==> src/design/bg_defs.svh <==
`ifndef BG_DEFS_SVH
`define BG_DEFS_SVH

// display line
`define BG_LINE_PIXELS 720

// tile geometry, 16x16 at 4 bpp, so four words per tile row
`define BG_TILE_PIXELS 16
`define BG_SPAN_TILES 46 // 736 buffer positions, line plus fine scroll

// tile map and tile sheet layout in words
`define BG_MAP_STRIDE 64
`define BG_SHEET_ROW_WORDS 1024
`define BG_PIXEL_ROW_WORDS 64

`define BG_TRANSPARENT_TILE 8'hFF

// register map, layer 0 then layer 1
`define BG_REG_CTRL0 4'd0
`define BG_REG_SCROLLX0 4'd1
`define BG_REG_SCROLLY0 4'd2
`define BG_REG_MAP0 4'd3
`define BG_REG_TILE0 4'd4
`define BG_REG_CTRL1 4'd5
`define BG_REG_SCROLLX1 4'd6
`define BG_REG_SCROLLY1 4'd7
`define BG_REG_MAP1 4'd8
`define BG_REG_TILE1 4'd9

`endif

==> src/design/bg_pkg.sv <==
package bg_pkg;

	typedef logic [15:0] word_t;
	typedef logic [3:0] reg_addr_t;
	typedef logic [3:0] pixel_t;
	typedef logic [3:0] pal_t;
	typedef logic [7:0] color_t;
	typedef logic [9:0] line_x_t;
	typedef logic [7:0] buf_addr_t;

	// one layer's settings
	typedef struct packed {
		logic enable;
		pal_t pal_hi;
		word_t scroll_x;
		word_t scroll_y;
		word_t map_base;
		word_t tile_base;
	} layer_cfg_t;

	typedef struct packed {
		logic valid;
		word_t addr;
	} mem_req_t;

	typedef struct packed {
		logic we;
		buf_addr_t addr;
		word_t data;
	} buf_wr_t;

	typedef enum logic [2:0] {
		fs_idle,
		fs_map_read,
		fs_tile_decode,
		fs_data_read,
		fs_blank_write
	} fetch_state_e;

endpackage

==> src/design/mem_arbiter.sv <==
`timescale 1ns/10ps

module mem_arbiter (
	input logic CLK,
	input logic RSTb,
	input bg_pkg::mem_req_t req0,
	input bg_pkg::mem_req_t req1,
	output logic ready0,
	output logic ready1,
	output bg_pkg::word_t memory_address,
	output logic rvalid,
	input logic rready
);

	logic busy; // a request is waiting for rready
	logic owner; // current owner, or the last one served when not busy
	logic grant;

	// hold the owner while busy, else favour whoever was not served last
	always_comb begin
		if (busy)
			grant = owner;
		else if (req0.valid && req1.valid)
			grant = ~owner;
		else
			grant = req1.valid;
	end

	assign memory_address = grant ? req1.addr : req0.addr;
	assign rvalid = grant ? req1.valid : req0.valid;

	assign ready0 = rready && !grant;
	assign ready1 = rready && grant;

	always_ff @(posedge CLK) begin
		if (!RSTb) begin
			busy <= 1'b0;
			owner <= 1'b1; // layer 0 goes first
		end else begin
			busy <= rvalid && !rready;
			if (rvalid)
				owner <= grant;
		end
	end

endmodule

==> config.mk <==
export PLATFORM = sky130hd
export DESIGN_NAME = mem_arbiter
export DESIGN_NICKNAME = d
export VERILOG_FILES = /design/src/design/bg_defs.svh /design/src/design/bg_pkg.sv /design/src/design/mem_arbiter.sv
export SDC_FILE = /design/constraint.sdc
export NUM_CORES = 1
export LEC_CHECK = 0
export BUFFER_PORTS_ARGS = -buffer_cell sky130_fd_sc_hd__buf_2
export CORE_MARGIN = 2
export CORE_UTILIZATION = 35
export CTS_CLUSTER_DIAMETER = 30
export DETAILED_ROUTE_END_ITERATION = 7
export PLACE_DENSITY = 0.86
export SYNTH_ARGS = -nofsm -noshare
export SYNTH_HDL_FRONTEND = slang
export SYNTH_SLANG_ARGS = --single-unit
==> constraint.sdc <==
create_clock -name CLK -period 1.34 [get_ports CLK]
set_clock_uncertainty 0.1 [all_clocks]
set_input_delay 0.201 -clock CLK [delete_from_list [all_inputs] [get_ports CLK]]
set_output_delay 0.201 -clock CLK [all_outputs]
set_load 0.01 [all_outputs]
* Word level (Yosys, flattened, before mapping) *
Cells that the tools add are included.
W data, S select, Z words.

cells by class
  mux-type cells = 4
  bitwise logic cells = 1
  reduce and logical (&&, ||, !) cells = 6

operators with widths
  operator             count
  $mux W16             1
  $logic_and A1 B1 Y1  4
  $mux W1              3
  $logic_not A1 Y1     2
  $not A1 Y1           1

word-level totals
  bits in registers = 2
  input bits = 37
  word-level logic and storage cells = 13

* Longest topological paths before layout *
  depth after elaboration = 5
  depth in mapped cells = 5

* Least setup slack after synthesis *
OpenSTA, ideal clock, no wires.

  path type = register to output
  start point = reg busy
  end point = out memory_address[12]
  data arrival time = 1,080 ps
  setup slack = -41 ps
  stages on the path, launching flop included = 6
  buffers on the path = 2
  path through = dfxtp_1 -> buf_4 -> buf_2 -> nor2b_1 -> o21bai_1 -> o221a_1

on the way
  word-level cells in the longest chain between the ends = 2

ends and longest elaborated chain
  item                    line               RTL
  from (decl)             mem_arbiter.sv:15  logic busy;
  from (signal assigned)  mem_arbiter.sv:40  busy <= rvalid && !rready;
  $mux W1                 mem_arbiter.sv:21  if (busy)
  $mux W16                mem_arbiter.sv:29  assign memory_address = grant ? req1.addr : req0.addr;
  to (decl)               mem_arbiter.sv:10  output bg_pkg::word_t memory_address,

No other way between the ends.

* Worst setup path in the final report *
  start point = reg busy
  end point = out memory_address[10]

The elaborated chain is that of the path after synthesis.

==> out/summary.txt <==
layout cell share with drive strength beyond 1: 69.7%
Synth Area in Compound Gates: 44.8%
largest area contributor in the netlist: o221a_2
reg2reg setup slack: 80 ps
first-pass GRT wire length: 4120 microns
total CTS buffers: 3
slowest library cell on the worst path: dfxtp_4
hold_ws: 38.3 ps
Placement Rows: 16
clock-pin slew on the worst setup and hold paths: 30 ps
Tot GR Track Use: 20.7%
Lkg Pwr: 0.708 nW
max cap viols: 0
commonest cells after routing, fill and taps aside: buf_2 (43), o21bai_1 (16), nor2b_1 (13), buf_6 (13), nor3b_2 (9)
grt total ovfl: 0
worst reg2reg path depth: 4
Clock power frac: 16.0%
DR iter-0 viols: 9
Worst setup SP type: flop
HP Start: RSTb
crit-path leading delay family: compound AO/OA/AOI/OAI gates
Synth-to-Final Area Change: 93.1%
Final Slew Violations: 0
worst reg2reg path endpoint: busy$_SDFF_PN0_
worst-path cell chain: buf_12, nor2b_4, o21bai_1, o221a_4, buf_6
Worst VDD drop: 0.358 mV
required time of the critical path: 1040 ps
Max Clock Freq: 0.596 GHz
status: finished, violations left
adder-cell share of the synthesized area: 0%
Netlist cell types: 22
worst hold endpoint: owner$_SDFFE_PN1P_
Synth top area share: 17.7%
largest fanout on the critical path: 7
largest family of logic cells by synthesized area: compound AO/OA/AOI/OAI gates
n_diodes: 0
Simple-Gate Fraction of Synth Area: 38.6%
final design utilization: 73.5%
final wirelength: 2850 microns
Netlist Area Pre-Place: 762 sq um
WP buf/inv: 2
Mapped Nets: 131
warnings from Yosys: 0
Pre-antenna DRT Iters: 4
initial antenna violation count: 0
Flop pwr share: 8.7%
Starting Density: 38.1%
internal power: 531 uW
DR DRC count: 0
post-layout min period: 1680 ps
Total Nets Final: 194
worst slew pin tran: 241 ps
P_sw: 301 uW
Final WS setup: -338 ps
Die H: 50.7 microns
CTS tree: yes
Setup violations, final: 19
Final Wtd Congestion: 0.788
Synth Area in XOR/XNOR: 0%
worst slack, placed: -128 ps
clock latency on the worst-skew pair: 220 ps
Logic pwr share: 75.3%
RSZ-0062 raised after global routing: yes
Die Footprint: 2570 sq um
leading post-synthesis cells by cell area: o221a_2 (18%), nor3b_1 (17%), o21bai_1 (16%), nor2b_1 (14%), buf_6 (5.9%)
worst hold path type: input pin to flop
Sw Share: 36.2%
vias per std cell: 5.63
Hold Vio Cnt, Final: 0
synthesis-stage register bit count: 2
critical path class: flop to output pin
vias in the first global route: 1038
sequential area share after synthesis: 5.25%
num ports: 56
Crit path arrival time: 1380 ps
mux cell area share after synthesis: 0%
CP peak stage delay: 380 ps
largest net degree at the start of global routing: 26
PwrDens: 566 nW/um^2
failing checks: setup timing
core footprint: 2000 sq um
DP Wirelength: 1740 microns
Detail Route Antenna Nets: 0
origin of the critical flop-to-flop path: busy$_SDFF_PN0_
hold buffer count at cts: 0
clk sinks: 2
H-tree levels: 1
DR vias: 1024
Slew HR: 83.8%
port bufs: 55
Cells after Synth: 94
Hold Crit Depth: 2
Clock Tree Buf Depth: 2
clk root buf: clkbuf_4
leading cell type in the layout, fill and taps excluded: buf_2
period utilization: 125%
DR WL/cell: 15.7 microns
crit end category: output pin
die width: 50.7 microns
Avg Cell Area, Syn: 8.11 sq um
## area by class of cell
class | instances | area (sq um)
Multi-Input combinational cell | 80 | 812
Fill cell | 145 | 531
Timing Repair Buffer | 69 | 552
Tap cell | 27 | 33.8
Clock buffer | 3 | 22.5
Sequential cell | 2 | 47.5
Inverter | 1 | 3.75
## metrics by stage
stage / power, mW / std cells / instance area [sq um] / TNS (ps)
detailed placement: 0.513 / 175 / 1100 / -1820
CTS: 0.784 / 180 / 1340 / -4950
global route: 0.869 / 182 / 1470 / -6010
finish: 0.833 / 182 / 1470 / -5160
global placement: 0.499 / 175 / 1100 / -1650
floorplan: 0.338 / 94 / 771 / 0
## state kept, by name (all words and copies together), names as in the netlist
name   cells
owner      1
busy       1
## power groups by stage
stage / combinational (mW) / clock, mW / sequential (mW)
floorplan: 0.267 / 0 / 0.0710
global placement: 0.426 / 0 / 0.0731
detailed placement: 0.439 / 0 / 0.0733
CTS: 0.577 / 0.137 / 0.0705
global route: 0.658 / 0.137 / 0.0737
finish: 0.627 / 0.133 / 0.0728
## cell families after synthesis
| logic type | after synthesis |
|---|---|
| AND/OR/NAND/NOR | 43 |
| AO/OA/AOI/OAI | 37 |
| buffers and inverters | 12 |
| flip-flops | 2 |
## cells in the mapped netlist, drive strengths merged
library cell and count:
clkbuf 2, nor3b 17, nor2b 17, and2b 1
nand2b 1, nor4b 1, nand2 2, o21ai 3
nand3b 1, inv 1, dfxtp 2, buf 9
o21bai 16, o221a 16, a21bo 1, and2 1
a21oi 1, nor2 2
## routing by layer
metal  wire, microns  GRT usage, %
met3             123          2.08
met4              51          10.8
met2            1600          42.1
met1            1080          19.9
met5               0             0
## worst max-delay path by stage
stage                        from  depth (start not counted)  slack, ps                  to
6_report          busy$_SDFF_PN0_                          5       -340  memory_address[10]
3_3_place_gp             req0[16]                          6       -110   memory_address[6]
4_1_cts        owner$_SDFFE_PN1P_                          5       -300  memory_address[12]
5_1_grt           busy$_SDFF_PN0_                          5       -440  memory_address[10]
2_1_floorplan     busy$_SDFF_PN0_                          5          6  memory_address[12]
3_5_place_dp             req0[16]                          6       -130  memory_address[11]
## repair_timing
item,in CTS,in global routing
resized for setup,30,18
pin swaps,10,11
setup endpoints to repair,19,19
buffers inserted,1,0
cloned,1,2
No activity file was read; power rests on OpenSTA's default activity.
