File: src/design/bg_defs.svh
`ifndef BG_DEFS_SVH
`define BG_DEFS_SVH

// display line
`define BG_LINE_PIXELS 720

// tile geometry, 16x16 at 4 bpp, so four words per tile row
`define BG_TILE_PIXELS 16
`define BG_SPAN_TILES 46 // 736 buffer positions, line plus fine scroll

// tile map and tile sheet layout in words
`define BG_MAP_STRIDE 64
`define BG_SHEET_ROW_WORDS 1024
`define BG_PIXEL_ROW_WORDS 64

`define BG_TRANSPARENT_TILE 8'hFF

// register map, layer 0 then layer 1
`define BG_REG_CTRL0 4'd0
`define BG_REG_SCROLLX0 4'd1
`define BG_REG_SCROLLY0 4'd2
`define BG_REG_MAP0 4'd3
`define BG_REG_TILE0 4'd4
`define BG_REG_CTRL1 4'd5
`define BG_REG_SCROLLX1 4'd6
`define BG_REG_SCROLLY1 4'd7
`define BG_REG_MAP1 4'd8
`define BG_REG_TILE1 4'd9

`endif

File: src/design/bg_pkg.sv
package bg_pkg;

	typedef logic [15:0] word_t;
	typedef logic [3:0] reg_addr_t;
	typedef logic [3:0] pixel_t;
	typedef logic [3:0] pal_t;
	typedef logic [7:0] color_t;
	typedef logic [9:0] line_x_t;
	typedef logic [7:0] buf_addr_t;

	// one layer's settings
	typedef struct packed {
		logic enable;
		pal_t pal_hi;
		word_t scroll_x;
		word_t scroll_y;
		word_t map_base;
		word_t tile_base;
	} layer_cfg_t;

	typedef struct packed {
		logic valid;
		word_t addr;
	} mem_req_t;

	typedef struct packed {
		logic we;
		buf_addr_t addr;
		word_t data;
	} buf_wr_t;

	typedef enum logic [2:0] {
		fs_idle,
		fs_map_read,
		fs_tile_decode,
		fs_data_read,
		fs_blank_write
	} fetch_state_e;

endpackage

File: src/design/bg_regs.sv
`timescale 1ns/10ps
`include "bg_defs.svh"

module bg_regs (
	input logic CLK,
	input logic RSTb,
	input bg_pkg::reg_addr_t reg_addr,
	input bg_pkg::word_t reg_data,
	input logic reg_wr,
	output bg_pkg::layer_cfg_t cfg0,
	output bg_pkg::layer_cfg_t cfg1
);

	always_ff @(posedge CLK) begin
		if (!RSTb) begin
			cfg0 <= '0;
			cfg1 <= '0; // both layers off
		end else if (reg_wr) begin
			case (reg_addr)
				`BG_REG_CTRL0: begin
					cfg0.enable <= reg_data[0];
					cfg0.pal_hi <= reg_data[7:4];
				end
				`BG_REG_SCROLLX0: begin
					cfg0.scroll_x <= reg_data;
				end
				`BG_REG_SCROLLY0: begin
					cfg0.scroll_y <= reg_data;
				end
				`BG_REG_MAP0: begin
					cfg0.map_base <= reg_data;
				end
				`BG_REG_TILE0: begin
					cfg0.tile_base <= reg_data;
				end
				// second layer
				`BG_REG_CTRL1: begin
					cfg1.enable <= reg_data[0];
					cfg1.pal_hi <= reg_data[7:4];
				end
				`BG_REG_SCROLLX1: begin
					cfg1.scroll_x <= reg_data;
				end
				`BG_REG_SCROLLY1: begin
					cfg1.scroll_y <= reg_data;
				end
				`BG_REG_MAP1: begin
					cfg1.map_base <= reg_data;
				end
				`BG_REG_TILE1: begin
					cfg1.tile_base <= reg_data;
				end
				default: begin
				end
			endcase
		end
	end

endmodule

File: config.mk
export PLATFORM = sky130hd
export DESIGN_NAME = bg_regs
export DESIGN_NICKNAME = d
export VERILOG_FILES = /design/src/design/bg_pkg.sv /design/src/design/bg_regs.sv
export VERILOG_INCLUDE_DIRS = /design/src /design/src/design
export SDC_FILE = /design/constraint.sdc
export NUM_CORES = 1
export LEC_CHECK = 0
export BUFFER_PORTS_ARGS = -buffer_cell sky130_fd_sc_hd__buf_4
export CORE_UTILIZATION = 45
export CTS_BUF_LIST = sky130_fd_sc_hd__clkbuf_16
export CTS_CLUSTER_SIZE = 8
export DETAILED_ROUTE_END_ITERATION = 6
export GPL_TIMING_DRIVEN = 0
export PLACE_DENSITY = 0.72
export SLEW_MARGIN = 5
export SYNTH_ARGS = -nofsm -noshare
export SYNTH_HDL_FRONTEND = slang
export SYNTH_SLANG_ARGS = --single-unit
File: constraint.sdc
create_clock -name CLK -period 1.3 [get_ports CLK]
set_input_delay 0.065 -clock CLK [delete_from_list [all_inputs] [get_ports CLK]]
set_output_delay 0.065 -clock CLK [all_outputs]
set_load 0.03 [all_outputs]
=== Word-level counts from Yosys, hierarchy flattened ===
Cells that the tools add are included.

* Input bits: 23
* Register bits: 138
* Output and inout bits: 138

* Eq/ne operators: 9
* Reduce and logical (&&, ||, !) cells: 11

{| class="wikitable"
|+ Operator list
! kind !! count
|-
| AND reduction 2 bit || 10
|-
| equality test 4 x 3 -> 1 bit (second input constant) || 4
|-
| equality test 4 x 2 -> 1 bit (second input constant) || 2
|-
| equality test 4 bit (second input constant) || 2
|-
| equality test 4 x 1 -> 1 bit (second input constant) || 1
|-
| logical NOT 4 bit || 1
|}

=== Logic depth before layout (Yosys ltp) ===
Gate-level depths: netlist (run 1).

* Depth in word-level cells: 2
* Gate-level depth with buffers: 5
* Depth with buffers taken out: 3

=== Least setup slack after synthesis (run 1) ===
Ideal clock, no wire load.

* Kind: input to register
* From: in reg_addr[3]
* To: reg cfg0[5] (netlist name)
* Path buffers: 2
* Stages: 5
* Data arrival time: 0.929 ns
* Setup time: 0.128 ns
* Path slack: 0.243 ns
* Cells stage by stage: nand3b_4 > or3_1 > buf_6 > buf_6 > mux2i_1

* Longest elaborated chain between the ends: 2

{| class="wikitable"
|+ Ends and longest elaborated chain
! element !! RTL line !! text
|-
| start: declaration || bg_regs.sv:7 || <nowiki>input bg_pkg::reg_addr_t reg_addr,</nowiki>
|-
| equality test 4 x 3 -> 1 bit || bg_regs.sv:19 || <nowiki>case (reg_addr)</nowiki>
|-
| AND reduction 2 bit (no line) || n/a ||
|-
| end: declaration || bg_regs.sv:10 || <nowiki>output bg_pkg::layer_cfg_t cfg0,</nowiki>
|}

Every way passes these cells.
A chain may end at the register's enable or synchronous reset.

==> run summary, run 1 <==
status: finished clean
layout cells sized above 1: 0.324
Tmin final: 1100 ps
power share of the sequential group: 0.443
die outline area: 11600 sq um
Area Growth Syn to Fin: 39.0%
ant diodes: 0
GRT Total Usage: 0.232
# port buffers: 159
post-DR wirelength/cell: 16.4 microns
TritonCTS clock tree: built
WHS Path Cells: 3
Post-Route Utilization: 0.643
Post-Syn Instances: 477
Detailed Route WL: 13200 microns
initial antenna violation count: 0
DR DRC count: 0
CP required: 1620 ps
yosys warns: 0
die span in x: 108 microns
post-CTS sizing: 0
Seq/Total Area, Yosys: 0.548
crit path max fanout: 10
num ports: 161
Seq cells post-synth: 138
P_leak: 3.36 nW
most frequent cells in the layout: buf_4, nand2_1, mux2i_1, dfxtp_1, clkbuf_16
HPWL after DPL: 9640 microns
first-pass GRT wire length: 20400 microns
mean post-synth cell area: 10.6 sq um
highest ir drop seen on vdd: 0.861 mV
post-route ant nets: 0
Syn Nets: 500
Fmax achieved: 0.907 GHz
clock-pin slew on the worst setup and hold paths: 60 ps
CTS sink cnt: 138
worst reg2reg path endpoint: cfg1[27]$_SDFFE_PN0P_
total gr overflow: 0
Worst Setup SP: RSTb
H-tree depth: 4
Final Instance Count excl. Fillers: 806
pwr/cell area: 1390 nW/um^2
Filler cells: 873
Worst Skew: 0 ps
Die H: 108 microns
actual slew at the worst max-slew pin: 614 ps
latest clock arrival within the worst-skew pair: 410 ps
core area: 10900 sq um
R2R Path Start: cfg1[27]$_SDFFE_PN0P_
Worst EP arrival: 1420 ps
Cell Area, Synth: 5040 sq um
drt first pass iters: 4
sw frac: 0.231
critical path type: input pin to register
most common cell after layout, fill and taps aside: buf_4
gp weighted congestion: 0.805
TritonCTS Buffers: 17
Vias/cell: 4.96
post-route cell area: 7000 sq um
dpl cells: 776
clk root buf: clkbuf_16
multi-input logic area: 2080 sq um
max-slew violation count: 0
worst hold path type: input pin to register
Worst Setup EP: cfg1[37]$_SDFFE_PN0P_
Clock Power Share: 0.497
Worst Setup Start Kind: input pin
Slew headroom: 0.590
unrepaired setup endpoints after global routing: false
Switch Pwr: 2.25 mW
hold_buf cts: 0
Rows: 38
max cap viols: 0
placed inst area: 6410 sq um
Final setup viols: 0
Initial Utilization: 0.463
Final Hold Fails: 0
flop-to-flop setup slack: 630 ps
vias: 3995
vias in the first global route: 3916
final period utilization: 0.848
r2r worst-path depth: 2
CP Capture Type: register
Post CTS Setup Buffer Count: 0
largest net degree at the start of global routing: 17
Final #Nets: 678
synth unique cells: 19
Comb pwr share: 0.060
register area: 2760 sq um
Final WS setup: 197 ps
Int Power: 7.50 mW
DRT iter0 DRCs: 171
Clock Tree Buf Depth: 2
Setup WS pre-CTS: -236 ps
setup tns final: 0 ps
[layer usage]
layer	global-route usage	share of wire	up-vias
met4	0.0920	0.0095	0
met1	0.282	0.43	1930
met5	0	0	-
met2	0.394	0.50	117
met3	0.0551	0.056	11
li1	-	-	1937
[per-stage QoR]
step	hold WS, ps	power (mW)
2_1_floorplan	344	4.74
3_3_place_gp	444	4.99
3_5_place_dp	450	5.00
4_1_cts	117	9.83
5_1_grt	146	10.1
6_report	129	9.75
[cell families after synthesis]
family	Yosys count	share of synthesized area
AND/OR/NAND/NOR	169	0.138
buffers and inverters	32	0.0400
multiplexers	138	0.274
flip-flops	138	0.548
[state kept, by name, summed over array words and instances (netlist names)]
signal	cells
cfg0	69
cfg1	69
[area by class of cell]
type	count	share of cell area
buffer	32	0.0288
sequential	138	0.394
multi-input combinational	307	0.296
clock inverter	13	0.0241
timing repair buffer	159	0.170
tap	140	0.0250
clock buffer	17	0.0607
[cell usage after synthesis]
| cell | number | area [sq um] |
|---|---|---|
| nand2_1 | 156 | 586 |
| dfxtp_1 | 138 | 2760 |
| mux2i_1 | 138 | 1380 |
| buf_2 | 11 | 55.1 |
| clkbuf_1 | 8 | 30.0 |
| buf_4 | 6 | 45.0 |
| buf_6 | 6 | 67.6 |
| nand3b_1 | 2 | 15.0 |
| nor2_1 | 2 | 7.51 |
| and3_1 | 1 | 6.26 |
| and4bb_2 | 1 | 12.5 |
| buf_1 | 1 | 3.75 |
| nand2b_1 | 1 | 6.26 |
| nand3b_4 | 1 | 20.0 |
| nand4b_1 | 1 | 8.76 |
| nor2_2 | 1 | 6.26 |
| nor3b_1 | 1 | 7.51 |
| nor3b_2 | 1 | 12.5 |
| or3_1 | 1 | 6.26 |
[how the worst min path moves through the flow]
stage	startpoint	endpoint	slack, ps
after floorplan	reg_data[10]	cfg0[10]$_SDFFE_PN0P_	340
after global routing	reg_data[15]	cfg0[15]$_SDFFE_PN0P_	150
after CTS	reg_data[15]	cfg1[31]$_SDFFE_PN0P_	120
after detailed placement	cfg1[63]$_SDFFE_PN0P_	cfg1[63]$_SDFFE_PN0P_	450
final	reg_data[15]	cfg1[31]$_SDFFE_PN0P_	130
after global placement	cfg0[19]$_SDFFE_PN0P_	cfg0[19]$_SDFFE_PN0P_	440
[worst max-delay path, stage by stage]
cell and delay (ps):
clkbuf_1 320, buf_2 310, nand2_1 410, mux2i_1 310
[power groups by stage]
stage | registers, mW | clock network [mW] | logic, mW
final | 4.32 | 4.85 | 0.586
after floorplan | 4.51 | 0 | 0.231
after detailed placement | 4.41 | 0 | 0.587
after CTS | 4.32 | 4.92 | 0.589
after global placement | 4.41 | 0 | 0.579
after global routing | 4.32 | 5.12 | 0.623
Note: power is estimated with default switching activity, not from simulation.
==> run 2: changes to the inputs <==
--- a/config.mk
+++ b/config.mk
@@ -12,7 +12,7 @@
 export CTS_CLUSTER_SIZE = 8
 export DETAILED_ROUTE_END_ITERATION = 6
 export GPL_TIMING_DRIVEN = 0
-export PLACE_DENSITY = 0.72
+export PLACE_DENSITY = 0.75
 export SLEW_MARGIN = 5
 export SYNTH_ARGS = -nofsm -noshare
 export SYNTH_HDL_FRONTEND = slang
==> constraint.sdc (replaced) <==
create_clock -name CLK -period 0.9 [get_ports CLK]
set_input_delay 0.045 -clock CLK [delete_from_list [all_inputs] [get_ports CLK]]
set_output_delay 0.045 -clock CLK [all_outputs]
set_load 0.03 [all_outputs]
==> run 2 against run 1 <==
Net effect: the run now ends with negative setup slack left; wire length is 12% higher; first-iteration DRC count is 0.58% lower; critical path depth is 3 lower; via count is 7.8% higher; register-to-register slack worse by 600 ps; combinational power is 69% higher; die area stayed put.
==> run summary, run 2 (synthesized netlist as in run 1, its figures left out) <==
Tmin final: 932 ps
CP required: 850 ps (-770 ps)
Crit path max-delay family: flip-flops
Final Hold Fails: 0 (unchanged)
DR DRC count: 0 (unchanged)
CP peak stage delay: 350 ps (-60 ps)
num ports: 161 (unchanged)
WHS: 65.6 ps (-63.6 ps)
Area Growth Syn to Fin: 64.2%
most common cell after layout, fill and taps aside: nand2_1
Slew headroom: 0.633 (+0.0437)
Rows: 38 (unchanged)
crit path max fanout: 2 (-8)
drt first pass iters: 4 (unchanged)
actual slew at the worst max-slew pin: 548 ps (-66.1 ps)
Worst Path Buf+Inv: 1 (-1)
highest ir drop seen on vdd: 1.11 mV (+29%)
max cap viols: 0 (unchanged)
Worst Setup Start Kind: register
clock-pin slew on the worst setup and hold paths: 60 ps (about the same)
total gr overflow: 0 (unchanged)
worst hold path type: input pin to register
Clock Tree Buf Depth: 2 (unchanged)
latest clock arrival within the worst-skew pair: 400 ps (about the same)
clk root buf: clkbuf_16
vias: 4308 (+7.8%)
initial antenna violation count: 0 (unchanged)
Final WS setup: -32.4 ps (-230 ps)
most frequent cells in the layout: nand2_1, buf_6, mux2i_1, dfxtp_2, buf_4
gp weighted congestion: 0.782 (-2.9%)
DRT iter0 DRCs: 170 (-0.58%)
final period utilization: 1.04
TritonCTS Buffers: 17 (unchanged)
Vias/cell: 4.92 (-0.78%)
Setup WS pre-CTS: -435 ps (-199 ps)
die span in x: 108 microns (unchanged)
P_leak: 3.93 nW (+17%)
max-slew violation count: 0 (unchanged)
core area: 10900 sq um (unchanged)
die outline area: 11600 sq um (unchanged)
first-pass GRT wire length: 21900 microns (+7.8%)
Final #Nets: 746 (+10%)
GRT Total Usage: 0.254 (+0.0214)
setup tns final: -1630 ps (-1630 ps)
total power: 14.1 mW (+45%)
# port buffers: 159 (unchanged)
post-route ant nets: 0 (unchanged)
largest net degree at the start of global routing: 17 (unchanged)
slowest CP cell: dfxtp_2
Final Instance Count excl. Fillers: 876 (+8.7%)
post-DR wirelength/cell: 16.9 microns (+3.0%)
ant diodes: 0 (unchanged)
unrepaired setup endpoints after global routing: true
TritonCTS clock tree: built
CP Capture Type: output pin
crit-path cells: buf_6
Fmax achieved: 1.07 GHz
H-tree depth: 4 (unchanged)
HPWL after DPL: 9730 microns (+0.93%)
failing checks: negative setup slack
status: finished with violations
Worst EP arrival: 890 ps (-530 ps)
critical path type: register to output pin
Final setup viols: 125 (+125)
pwr/cell area: 1710 nW/um^2 (+22%)
Initial Utilization: 0.463 (unchanged)
vias in the first global route: 4302 (+9.9%)
Die H: 108 microns (unchanged)
largest registers: cfg0 x69, cfg1 x69
Worst Skew: 0 ps (unchanged)
Detailed Route WL: 14800 microns (+12%)
layout cells sized above 1: 0.588 (+0.264)
dpl cells: 776 (unchanged)
hold_buf cts: 0 (unchanged)
CTS sink cnt: 138 (unchanged)
run 2: cell count changes in the layout (fill, tap and decap cells not counted), moves of 4 or more:
cell	previous run	this run
buf_4	165	94
inv_6	4	0
dfxtp_2	0	138
buf_8	0	4
nand2_1	156	146
buf_6	6	143
dfxtp_1	138	0
nand2_2	0	10
run 2: power breakdown:
part / total, mW / internal, mW / leakage [nW] / switching [mW]
Clock: 6.85 / 4.30 / 0.286 / 2.55
Sequential: 6.27 / 6.20 / 1.18 / 0.0613
Combinational: 0.991 / 0.399 / 2.46 / 0.592
Total: 14.1 / 10.9 / 3.93 / 3.20
run 2: what timing repair did:
item | in CTS | in global routing
setup endpoints to repair | 142 | 183
gates resized for setup | 277 | 10
buffers inserted | 29 | 39
endpoints found under the hold margin | 0 | 0
run 2: routing by layer:
layer	global-route usage	vias up	wire length, microns
li1	-	2072	-
met1	0.291	2094	6220
met2	0.446	121	7620
met3	0.0738	21	699
met4	0.0900	0	251
met5	0	-	0
run 2: through the flow:
stage,area (sq um),utilization
4_1_cts,7960,0.731
2_1_floorplan,5090,-
5_1_grt,8270,0.760
3_3_place_gp,6460,0.593
3_5_place_dp,6460,0.593
6_report,8270,0.760
run 2: cell type report:
cell class,count,area (sq um)
clock inverters,15,160
well taps,140,175
multi-input cells,307,2120
fillers,696,2620
clock buffers,17,425
flip-flops and latches,138,2940
plain buffers,32,235
repair buffers,227,2220
run 2: final timing paths:
kind	to	cells past startpoint	slack, ps	start
hold / removal	cfg0[43]$_SDFFE_PN0P_	3	70	reg_data[11]
hold reg to reg	cfg1[38]$_SDFFE_PN0P_	2	460	cfg1[38]$_SDFFE_PN0P_
setup reg to reg	cfg1[68]$_SDFFE_PN0P_	4	30	cfg1[68]$_SDFFE_PN0P_
setup / recovery	cfg0[20]	1	-30	cfg0[20]$_SDFFE_PN0P_
run 2: tightest hold or removal path: cells and delay by family:
family        cells  cell delay (ps)
buf+inv           1               80
mux               1              160
simple gates      1              140
