--- src/design/bg_defs.svh ---
`ifndef BG_DEFS_SVH
`define BG_DEFS_SVH

// display line
`define BG_LINE_PIXELS 720

// tile geometry, 16x16 at 4 bpp, so four words per tile row
`define BG_TILE_PIXELS 16
`define BG_SPAN_TILES 46 // 736 buffer positions, line plus fine scroll

// tile map and tile sheet layout in words
`define BG_MAP_STRIDE 64
`define BG_SHEET_ROW_WORDS 1024
`define BG_PIXEL_ROW_WORDS 64

`define BG_TRANSPARENT_TILE 8'hFF

// register map, layer 0 then layer 1
`define BG_REG_CTRL0 4'd0
`define BG_REG_SCROLLX0 4'd1
`define BG_REG_SCROLLY0 4'd2
`define BG_REG_MAP0 4'd3
`define BG_REG_TILE0 4'd4
`define BG_REG_CTRL1 4'd5
`define BG_REG_SCROLLX1 4'd6
`define BG_REG_SCROLLY1 4'd7
`define BG_REG_MAP1 4'd8
`define BG_REG_TILE1 4'd9

`endif

--- src/design/bg_pkg.sv ---
package bg_pkg;

	typedef logic [15:0] word_t;
	typedef logic [3:0] reg_addr_t;
	typedef logic [3:0] pixel_t;
	typedef logic [3:0] pal_t;
	typedef logic [7:0] color_t;
	typedef logic [9:0] line_x_t;
	typedef logic [7:0] buf_addr_t;

	// one layer's settings
	typedef struct packed {
		logic enable;
		pal_t pal_hi;
		word_t scroll_x;
		word_t scroll_y;
		word_t map_base;
		word_t tile_base;
	} layer_cfg_t;

	typedef struct packed {
		logic valid;
		word_t addr;
	} mem_req_t;

	typedef struct packed {
		logic we;
		buf_addr_t addr;
		word_t data;
	} buf_wr_t;

	typedef enum logic [2:0] {
		fs_idle,
		fs_map_read,
		fs_tile_decode,
		fs_data_read,
		fs_blank_write
	} fetch_state_e;

endpackage

--- src/design/layer_fetch.sv ---
`timescale 1ns/10ps
`include "bg_defs.svh"

module layer_fetch (
	input logic CLK,
	input logic RSTb,
	input logic h_tick,
	input bg_pkg::line_x_t display_y,
	input bg_pkg::layer_cfg_t cfg,
	output bg_pkg::mem_req_t mem_req,
	input logic mem_ready,
	input bg_pkg::word_t mem_data,
	output bg_pkg::buf_wr_t buf_wr
);

	bg_pkg::fetch_state_e state;

	logic [3:0] row; // pixel row inside the tile
	bg_pkg::word_t row_start;
	logic [16:0] map_index; // byte index into the tile map
	logic [16:0] map_index_start;
	logic [7:0] tile_code;
	logic [5:0] tile_num;
	logic [1:0] word_cnt;
	logic start;
	logic tile_done;
	logic last_tile;
	bg_pkg::word_t map_addr;
	bg_pkg::word_t tile_addr;

	assign start = h_tick && cfg.enable && (state == bg_pkg::fs_idle);
	assign row_start = cfg.scroll_y + bg_pkg::word_t'(display_y);
	assign map_index_start = 17'(row_start[15:4] * `BG_MAP_STRIDE) + 17'(cfg.scroll_x[15:4]);

	// two tile codes per map word
	assign map_addr = cfg.map_base + map_index[16:1];

	assign tile_addr = cfg.tile_base
		+ bg_pkg::word_t'(tile_code[7:4]) * bg_pkg::word_t'(`BG_SHEET_ROW_WORDS)
		+ bg_pkg::word_t'({tile_code[3:0], 2'b00})
		+ bg_pkg::word_t'(row) * bg_pkg::word_t'(`BG_PIXEL_ROW_WORDS)
		+ bg_pkg::word_t'(word_cnt);

	assign tile_done = buf_wr.we && (word_cnt == 2'd3);
	assign last_tile = (tile_num == 6'(`BG_SPAN_TILES - 1));

	always_comb begin
		mem_req.valid = (state == bg_pkg::fs_map_read) || (state == bg_pkg::fs_data_read);
		mem_req.addr = (state == bg_pkg::fs_map_read) ? map_addr : tile_addr;
	end

	always_comb begin
		buf_wr.we = (state == bg_pkg::fs_blank_write)
			|| ((state == bg_pkg::fs_data_read) && mem_ready);
		buf_wr.addr = {tile_num, word_cnt};
		buf_wr.data = (state == bg_pkg::fs_blank_write) ? '0 : mem_data;
	end

	always_ff @(posedge CLK) begin
		if (!RSTb) begin
			state <= bg_pkg::fs_idle;
			tile_num <= '0;
			word_cnt <= '0;
		end else begin
			case (state)
				bg_pkg::fs_idle: begin
					if (start)
						state <= bg_pkg::fs_map_read;
				end
				bg_pkg::fs_map_read: begin
					if (mem_ready)
						state <= bg_pkg::fs_tile_decode;
				end
				bg_pkg::fs_tile_decode: begin
					if (tile_code == `BG_TRANSPARENT_TILE)
						state <= bg_pkg::fs_blank_write; // zeros without reads
					else
						state <= bg_pkg::fs_data_read;
				end
				bg_pkg::fs_data_read, bg_pkg::fs_blank_write: begin
					if (tile_done)
						state <= last_tile ? bg_pkg::fs_idle : bg_pkg::fs_map_read;
				end
				default: begin
					state <= bg_pkg::fs_idle;
				end
			endcase

			if (start)
				tile_num <= '0;
			else if (tile_done)
				tile_num <= tile_num + 6'd1;

			if (start)
				word_cnt <= '0;
			else if (buf_wr.we)
				word_cnt <= word_cnt + 2'd1; // wraps back to 0 per tile
		end
	end

	always_ff @(posedge CLK) begin
		if (start) begin
			row <= row_start[3:0];
			map_index <= map_index_start;
		end else if (tile_done) begin
			map_index <= map_index + 17'd1;
		end
		if ((state == bg_pkg::fs_map_read) && mem_ready)
			tile_code <= map_index[0] ? mem_data[15:8] : mem_data[7:0]; // odd index in high byte
	end

endmodule

--- config.mk ---
export PLATFORM = sky130hd
export DESIGN_NAME = layer_fetch
export DESIGN_NICKNAME = d
export VERILOG_FILES = /design/src/design/bg_pkg.sv /design/src/design/layer_fetch.sv
export VERILOG_INCLUDE_DIRS = /design/src /design/src/design
export SDC_FILE = /design/constraint.sdc
export NUM_CORES = 1
export LEC_CHECK = 0
export BUFFER_PORTS_ARGS = -buffer_cell sky130_fd_sc_hd__buf_2
export CORE_ASPECT_RATIO = 0.5
export CORE_MARGIN = 4
export CORE_UTILIZATION = 50
export CTS_BUF_LIST = sky130_fd_sc_hd__clkbuf_8
export CTS_CLUSTER_DIAMETER = 100
export CTS_CLUSTER_SIZE = 12
export DETAILED_ROUTE_END_ITERATION = 8
export GPL_TIMING_DRIVEN = 0
export PLACE_DENSITY = 0.9
export SYNTH_ARGS = -nofsm -noshare
export SYNTH_HDL_FRONTEND = slang
export SYNTH_SLANG_ARGS = --single-unit
--- constraint.sdc ---
create_clock -name CLK -period 8.8 [get_ports CLK]
set_clock_uncertainty 0.15 [all_clocks]
set_input_delay 1.32 -clock CLK [delete_from_list [all_inputs] [get_ports CLK]]
set_output_delay 1.32 -clock CLK [all_outputs]
set_load 0.02 [all_outputs]
## Yosys cells after proc, flatten, opt, wreduce, memory -nomap -nowiden

Cells that the tools add are included.

| storage, ports and cells | value |
|---|---|
| input port bits | 99 |
| flip-flop bits (word level) | 40 |
| output and inout port bits | 42 |
| word-level logic and storage cells | 50 |

| operators by class | value |
|---|---|
| reduce and logical (&&, ||, !) cells | 12 |
| multiplexer cells | 11 |
| equal/unequal tests | 10 |
| $add $sub $neg | 10 |
| bitwise gates (word level) | 1 |

Operators with widths:

| cell | count |
|---|---|
| $mux W17 | 2 |
| $mux W16 | 2 |
| $add A17 B1 Y17 const B | 1 |
| $add A17 B12 Y17 | 1 |
| $add A16 B10 Y16 | 1 |
| $add A16 B14 Y16 | 1 |
| $add A16 B16 Y16 | 1 |
| $add A16 B2 Y16 | 1 |
| $add A16 B6 Y16 | 1 |
| $add A15 B10 Y15 | 1 |
| $mux W3 | 4 |
| $pmux W3 S4 | 1 |
| $eq A8 B8 Y1 const B | 1 |
| $mux W8 | 1 |
| $add A6 B1 Y6 const B | 1 |
| $eq A3 B2 Y1 const B | 2 |
| $eq A6 B6 Y1 const B | 1 |
| $ne A2 B2 Y1 const B | 3 |
| $logic_and A1 B1 Y1 | 5 |
| $reduce_or A2 Y1 | 2 |
| $eq A3 B1 Y1 const B | 1 |
| $eq A3 B3 Y1 const B | 1 |
| $logic_not A3 Y1 | 1 |
| $reduce_and A3 Y1 | 1 |
| other kinds (6) | 7 |

## Depth between registers and ports, before layout

Gate-level depths: netlist of run 1.

| logic depth | value |
|---|---|
| depth after elaboration | 6 |
| depth in mapped cells | 17 |

## Worst setup path before layout of run 1

OpenSTA, ideal clock, no wires.

| timing | value |
|---|---|
| path kind | input to output |
| start point | input cfg[16] (netlist name) |
| end point | output mem_req[14] (netlist name) |
| data arrival time | 3.268 ns |
| path slack | 4.062 ns |
| required time | 7.330 ns |
| cell stages on the path | 11 |
| cell sequence | ha_1 > inv_1 > fa_1 > nor2b_1 > o31a_1 > o211ai_1 > nand2_1 > a211o_1 > a41oi_1 > xor2_1 > mux2i_1 |

RTL lines:

| item | line | source |
|---|---|---|
| start, declared | layer_fetch.sv:9 | `input bg_pkg::layer_cfg_t cfg,` |
| end, declared | layer_fetch.sv:10 | `output bg_pkg::mem_req_t mem_req,` |

==> results of run 1 <==
layout make-up:
class / count / area share (%)
inverter: 22 / 1.54
timing repair buffer: 130 / 12.1
tap: 117 / 2.72
clock buffer: 5 / 1.28
buffer: 12 / 0.862
multi-input combinational: 459 / 60.3
clock inverter: 3 / 0.862
sequential: 40 / 20.3
flip-flops by register name (all words and copies together) (netlist names):
| register | flops |
|---|---|
| row | 4 |
| map_index | 17 |
| word_cnt | 2 |
| state | 3 |
| tile_code | 8 |
| tile_num | 6 |
worst register-to-register path, cell delays in order (launching register included):
cell	delay, ns
dfxtp_1	0.35
clkbuf_1	0.35
or3_1	0.18
clkbuf_1	0.34
clkbuf_1	0.41
nand2_1	0.54
through the flow:
step                      area [sq um]  setup WS (ns)  cells  total power, mW
after global routing              5370           3.59    788            0.767
after floorplan                   4460           4.06    533            0.471
after CTS                         5370           3.78    788            0.722
after global placement            5260           3.80    780            0.556
after detailed placement          5260           3.70    780            0.565
final                             5370           3.77    788            0.719
logic make-up after synthesis:
kind of cell	count (synthesis)	synth area share [%]
AO/OA/AOI/OAI	128	19.2
XOR/XNOR	58	11.6
adder cells (fa/ha/maj)	54	15.8
buffers and inverters	34	2.89
flip-flops	40	24.5
multiplexers	14	3.45
AND/OR/NAND/NOR	205	22.7
layer usage:
layer | up-vias | share of wire, % | global-route usage (%)
li1 | 2203 | - | -
met1 | 1958 | 46 | 26.7
met2 | 138 | 46 | 36.8
met3 | 19 | 6.0 | 2.54
met4 | 0 | 1.7 | 5.43
met5 | - | 0 | 0
cell usage in the layout, fill, tap and decap left out, drive strengths merged, types with 20 or more instances in the layout:
master    n
nor2b    22
edfxtp   29
nor2     50
o21ai    30
nand2    54
inv      23
ha       50
nand3    20
xor2     30
buf     131
xnor2    28
a21oi    36
worst min path at each step:
| stage | from | endpoint | slack (ns) | cells past startpoint |
|---|---|---|---|---|
| after floorplan | state[0] | state[2] | 0.35 | 1 |
| after global placement | state[0] | state[2] | 0.37 | 1 |
| after detailed placement | state[0] | state[2] | 0.39 | 1 |
| after CTS | state[0] | state[2] | 0.40 | 1 |
| after global routing | tile_num[1] | tile_num[1] | 0.43 | 2 |
| final | state[0] | state[2] | 0.40 | 1 |
power breakdown:
part,switching [mW],total (mW),internal [mW]
Sequential,0.0109,0.230,0.219
Combinational,0.193,0.334,0.140
Clock,0.0703,0.156,0.0855
Total,0.275,0.719,0.445
==> flow_metrics.py, run 1 <==
metrics = {
    "yosys": {
        "yosys-top-cells-count": "53 x nand2_1, 50 x ha_1, 50 x nor2_1",
        "synth_cells": 533,
        "synth_most_common_cell": "nand2_1",
        "ys_seq_area_share_pct": 24.5,
        "synth_edf_count": 29,
        "synth_ff_type": "edfxtp_1",
        "synthTopCellsByArea": "edfxtp_1 20%, ha_1 14%, xor2_1 5.7%",
        "yosysWarningCount": 0,
        "synth_top_area_cell": "edfxtp_1",
        "ys_seq_elements": 40,
        "netlist.area_leader.share_pct": 19.5,
        "yosysUniqueCellTypes": 60,
        "async_reset_ff_share_pct": 0,
        "avgSynthCellArea_sq_um": 8.37,
        "synth_area_sq_um": 4460,
        "syn_nets": 686,
    },
    "cts": {
        "cts_tree": "done",
        "clk_latency_ns": 0.30,
        "root_buffer": "clkbuf_8",
        "cts_resized": 0,
        "holdBufCountCts": 0,
        "clock-sinks": 40,
        "numCtsBuffers": 5,
        "clock_path_buffers": 2,
        "cts_setup_buffers": 0,
        "cts_max_level": 2,
        "clk_pin_slew_worst_paths_ns": 0.09,
    },
    "timing": {
        "rsz0062_at_grt": "false",
        "setup_tns_ns": 0,
        "fin_crit_sh_pct": 57.2,
        "timing.fmax_mhz": 199,
        "hold_violations": 0,
        "relSlewSlack_pct": 47.6,
        "drv_slew": 0,
        "setup_viol": 0,
        "worst-slew-pin-transition_ns": 0.781,
        "finalHoldWorstSlack_ns": 0.402,
        "finalCriticalPeriod_ns": 5.03,
    },
    "worst_setup_path": {
        "worst_path_max_delay_cell": "a211o_1",
        "path_depth": 13,
        "cp-start-kind": "input port",
        "critPathMaxStageDelay_ns": 0.30,
        "arrival_ns": 3.56,
        "worstSetupEndpoint": "mem_req[14]",
        "ff2ff_setup_slack_ns": 6.06,
        "crit_buf_inv": 3,
        "end_kind": "output port",
        "r2r-end": "map_index[8]",
        "crit_family": "compound AO/OA/AOI/OAI gates",
        "critPathLaunch": "cfg[16]",
        "path_max_fanout": 3,
        "required_ns": 7.33,
        "timing.rr.start": "state[1]",
        "crit_chain": "buf_2, ha_1, inv_1, fa_1, nor2b_1, o31a_1, o211ai_1, nand2_1, a211o_1, a41oi_1, xor2_1, mux2i_1, buf_2",
        "crit_type": "input port to output port",
        "cp_common_cell": "buf_2",
        "worstRegToRegCells": 5,
    },
    "floorplan": {
        "rows": 24,
        "die_h_microns": 74.8,
        "initial_utilization_pct": 51.2,
        "die-area_sq_um": 10600,
        "core_sq_um": 8710,
        "num_io_pins": 141,
        "dieWidth_microns": 142,
    },
    "global_routing": {
        "grt_usage_pct": 20.5,
        "grt_overflow_total": 0,
        "antenna_found_initial": 0,
        "grt_pass1_wl_microns": 17900,
        "grt_pass1_vias": 3991,
        "grt_max_degree": 18,
    },
    "detailed_routing": {
        "ant_nets": 0,
        "viasPerCell": 5.48,
        "totalWireLength_microns": 11200,
        "drc": 0,
        "drt_iter0_drc": 226,
        "routedWlPerCell_microns": 14.2,
        "dr.pass1.iters": 5,
        "vias": 4318,
    },
    "layout": {
        "seq_area_sq_um": 1090,
        "multi_input_area_sq_um": 3240,
        "n_fill_cell": 722,
        "num-nets-final": 823,
        "antennaDiodeCount": 0,
        "finish.utilization_pct": 61.7,
        "area_growth_pct": 20.4,
        "drive_above_1_share_pct": 24.9,
    },
    "placed_design": {
        "portBuffers": 130,
        "globalplace.congestion": 0.864,
        "dp_hpwl_microns": 9260,
    },
    "job": {
        "maxCapViolations": 0,
    },
    "power_and_ir_drop": {
        "power_density_nw_per_um2": 134,
        "vdd_drop_max_mv": 0.0760,
        "leakagePower_nw": 2.39,
    },
    "status": {
        "outcome": "finished, final reports clean",
    },
    "min_path": {
        "hold_path.class": "flop to flop",
    },
}
(Power assumes the default switching activity.)
==> run 2: changes to the inputs <==
ABC_AREA = 1   (was unset)
PLACE_DENSITY = 0.89   (was 0.9)
clock period = 4.74 ns   (was 8.8 ns; I/O delays follow)
==> flow_metrics.py, run 2 <==
metrics = {
    "worst_setup_path": {
        "crit_type": "input port to flop",
        "cp_common_cell": "nand3_1",
        "end_kind": "flop",
        "worst_path_max_delay_cell": "fa_1",
        "critPathMaxStageDelay_ns": 0.43,
        "path_max_fanout": 5,
        "crit_buf_inv": 4,
        "arrival_ns": 3.58,
        "required_ns": 4.66,
        "crit_chain": "buf_2, ha_1, fa_1, nand3_1, nand2_1, xnor2_1, inv_1, ha_1, inv_1, fa_1, inv_1, nand3_1, nand2_1, nand3_1, nand3_1, nand3_1, nor2_2, nand2_1, nand3_1, nand2_1",
        "cp-start-kind": "input port",
        "crit_family": "adder cells",
    },
    "layout": {
        "largest_reg_flops": 17,
        "num-nets-final": 998,
        "drive_above_1_share_pct": 20.1,
        "antennaDiodeCount": 0,
        "final_common_cell": "nand2_1",
        "mostFrequentLayoutCells": "193 x nand2_1, 135 x buf_2, 96 x inv_1",
        "final_area_sq_um": 5650,
        "top_register": "map_index",
        "area_growth_pct": 19.2,
        "layout.cells.non_filler": 963,
        "largestRegisters": "map_index x17, tile_code x8, tile_num x6",
    },
    "floorplan": {
        "initial_utilization_pct": 53.0,
        "dieWidth_microns": 146,
        "die_h_microns": 76.8,
        "die-area_sq_um": 11200,
        "core_sq_um": 8950,
        "rows": 24,
        "num_io_pins": 141,
    },
    "yosys": {
        "syn_nets": 860,
        "yosys.area_share.simple_pct": 31.8,
        "synth_compound_area_share_pct": 15.9,
        "synthMuxAreaShare_pct": 0.211,
        "yosys-top-cells-count": "193 x nand2_1, 95 x inv_1, 61 x nor2_1",
        "synth_edf_count": 29,
        "yosysWarningCount": 0,
        "avgSynthCellArea_sq_um": 6.70,
        "yosysUniqueCellTypes": 49,
        "synth_top_area_cell": "edfxtp_1",
        "synthAdderAreaFrac_pct": 14.9,
        "netlist.area_leader.share_pct": 18.4,
        "synth_top_family_by_area": "simple AND/OR/NAND/NOR gates",
        "synth_area_sq_um": 4740,
        "synth_ff_type": "edfxtp_1",
        "synth_cells": 707,
        "synthTopCellsByArea": "edfxtp_1 18%, nand2_1 15%, ha_1 13%",
        "ys_seq_area_share_pct": 23.0,
        "synth_xor_area_share_pct": 5.36,
        "async_reset_ff_share_pct": 0,
        "ys_seq_elements": 40,
        "synth_most_common_cell": "nand2_1",
    },
    "detailed_routing": {
        "wl_met1_microns": 5940,
        "viasPerCell": 5.39,
        "routedWlPerCell_microns": 13.8,
        "drt_iter0_drc": 353,
        "drc": 0,
        "wl_met2_microns": 6230,
        "ant_nets": 0,
        "top_layer": "met4",
        "dr.pass1.iters": 5,
        "wl_met3_microns": 872,
        "vias": 5195,
        "totalWireLength_microns": 13300,
    },
    "power_and_ir_drop": {
        "leakagePower_nw": 2.97,
        "power_density_nw_per_um2": 361,
        "finalPower_mw": 2.04,
        "vdd_drop_max_mv": 0.125,
    },
    "cts": {
        "clock-sinks": 40,
        "cts_resized": 0,
        "numCtsBuffers": 5,
        "cts_tree": "done",
        "holdBufCountCts": 0,
        "cts_setup_buffers": 0,
        "clk_latency_ns": 0.31,
        "root_buffer": "clkbuf_8",
        "clk_pin_slew_worst_paths_ns": 0.08,
        "clock_path_buffers": 2,
        "cts_max_level": 2,
    },
    "global_routing": {
        "grt_max_degree": 18,
        "grt_usage_pct": 23.1,
        "grt_pass1_vias": 4765,
        "antenna_found_initial": 0,
        "grt_overflow_total": 0,
        "grt_pass1_wl_microns": 21600,
    },
    "min_path": {
        "hold_path.class": "flop to flop",
    },
    "timing": {
        "timing.fmax_mhz": 273,
        "worst-slew-pin-transition_ns": 0.717,
        "setup_viol": 0,
        "rsz0062_at_grt": "false",
        "drv_slew": 0,
        "relSlewSlack_pct": 52.1,
        "layout_setup_ws_ns": 1.07,
        "fin_crit_sh_pct": 77.4,
        "finalCriticalPeriod_ns": 3.67,
        "hold_violations": 0,
        "setup_tns_ns": 0,
    },
    "placed_design": {
        "place_ws_ns": 0.777,
        "portBuffers": 131,
        "place_area_sq_um": 5540,
        "dp_hpwl_microns": 11100,
        "globalplace.congestion": 0.887,
        "dp.cells": 955,
    },
    "job": {
        "maxCapViolations": 0,
    },
    "status": {
        "outcome": "finished, final reports clean",
    },
}
[run 2: final timing paths]
kind,start,end,slack (ns),cells past startpoint
worst max register to register,state[1],map_index[0],2.30,6
worst max-delay path,display_y[0],map_index[14],1.07,20
worst min register to register,tile_num[4],tile_num[4],0.38,2
worst min-delay path,tile_num[4],tile_num[4],0.38,2
[run 2: cell type report]
| type | instances | area (sq um) |
|---|---|---|
| repair buffers | 131 | 656 |
| clock buffers | 5 | 68.8 |
| flip-flops and latches | 40 | 1090 |
| plain buffers | 8 | 38.8 |
| inverters | 100 | 377 |
| clock inverters | 3 | 38.8 |
| multi-input cells | 559 | 3230 |
| well taps | 117 | 146 |
| fillers | 827 | 3300 |
[run 2: cells by family (layout without fill, tap and decap cells)]
| family | after synthesis | after routing |
|---|---|---|
| adders and majority gates | 54 | 54 |
| xor gates and xnor gates | 29 | 29 |
| muxes | 1 | 1 |
| buffers and inverters | 108 | 247 |
| DFF | 40 | 40 |
| AOI/OAI and AO/OA | 134 | 134 |
| and+or+nand+nor | 341 | 341 |
[run 2: where the power goes]
group | internal (mW) | switching, mW
Clock | 0.154 | 0.135
Sequential | 0.459 | 0.0625
Combinational | 0.427 | 0.801
[run 2: worst min-delay path, cell delays in order (launching register included)]
cell     delay, ns
dfxtp_1       0.35
inv_1         0.08
a21oi_1       0.06
[run 2: through the flow]
| stage | util [%] | hold WS [ns] |
|---|---|---|
| 2_1_floorplan | - | 0.373 |
| 3_3_place_gp | 61.9 | 0.345 |
| 3_5_place_dp | 61.9 | 0.360 |
| 4_1_cts | 63.1 | 0.371 |
| 5_1_grt | 63.1 | 0.429 |
| 6_report | 63.1 | 0.375 |
[run 2: metal layers]
layer  track usage (%)  vias to the layer above
met4              6.63                        0
li1                  -                     2624
met2              40.4                      195
met5                 0                        -
met3              4.00                       25
met1              29.5                     2351
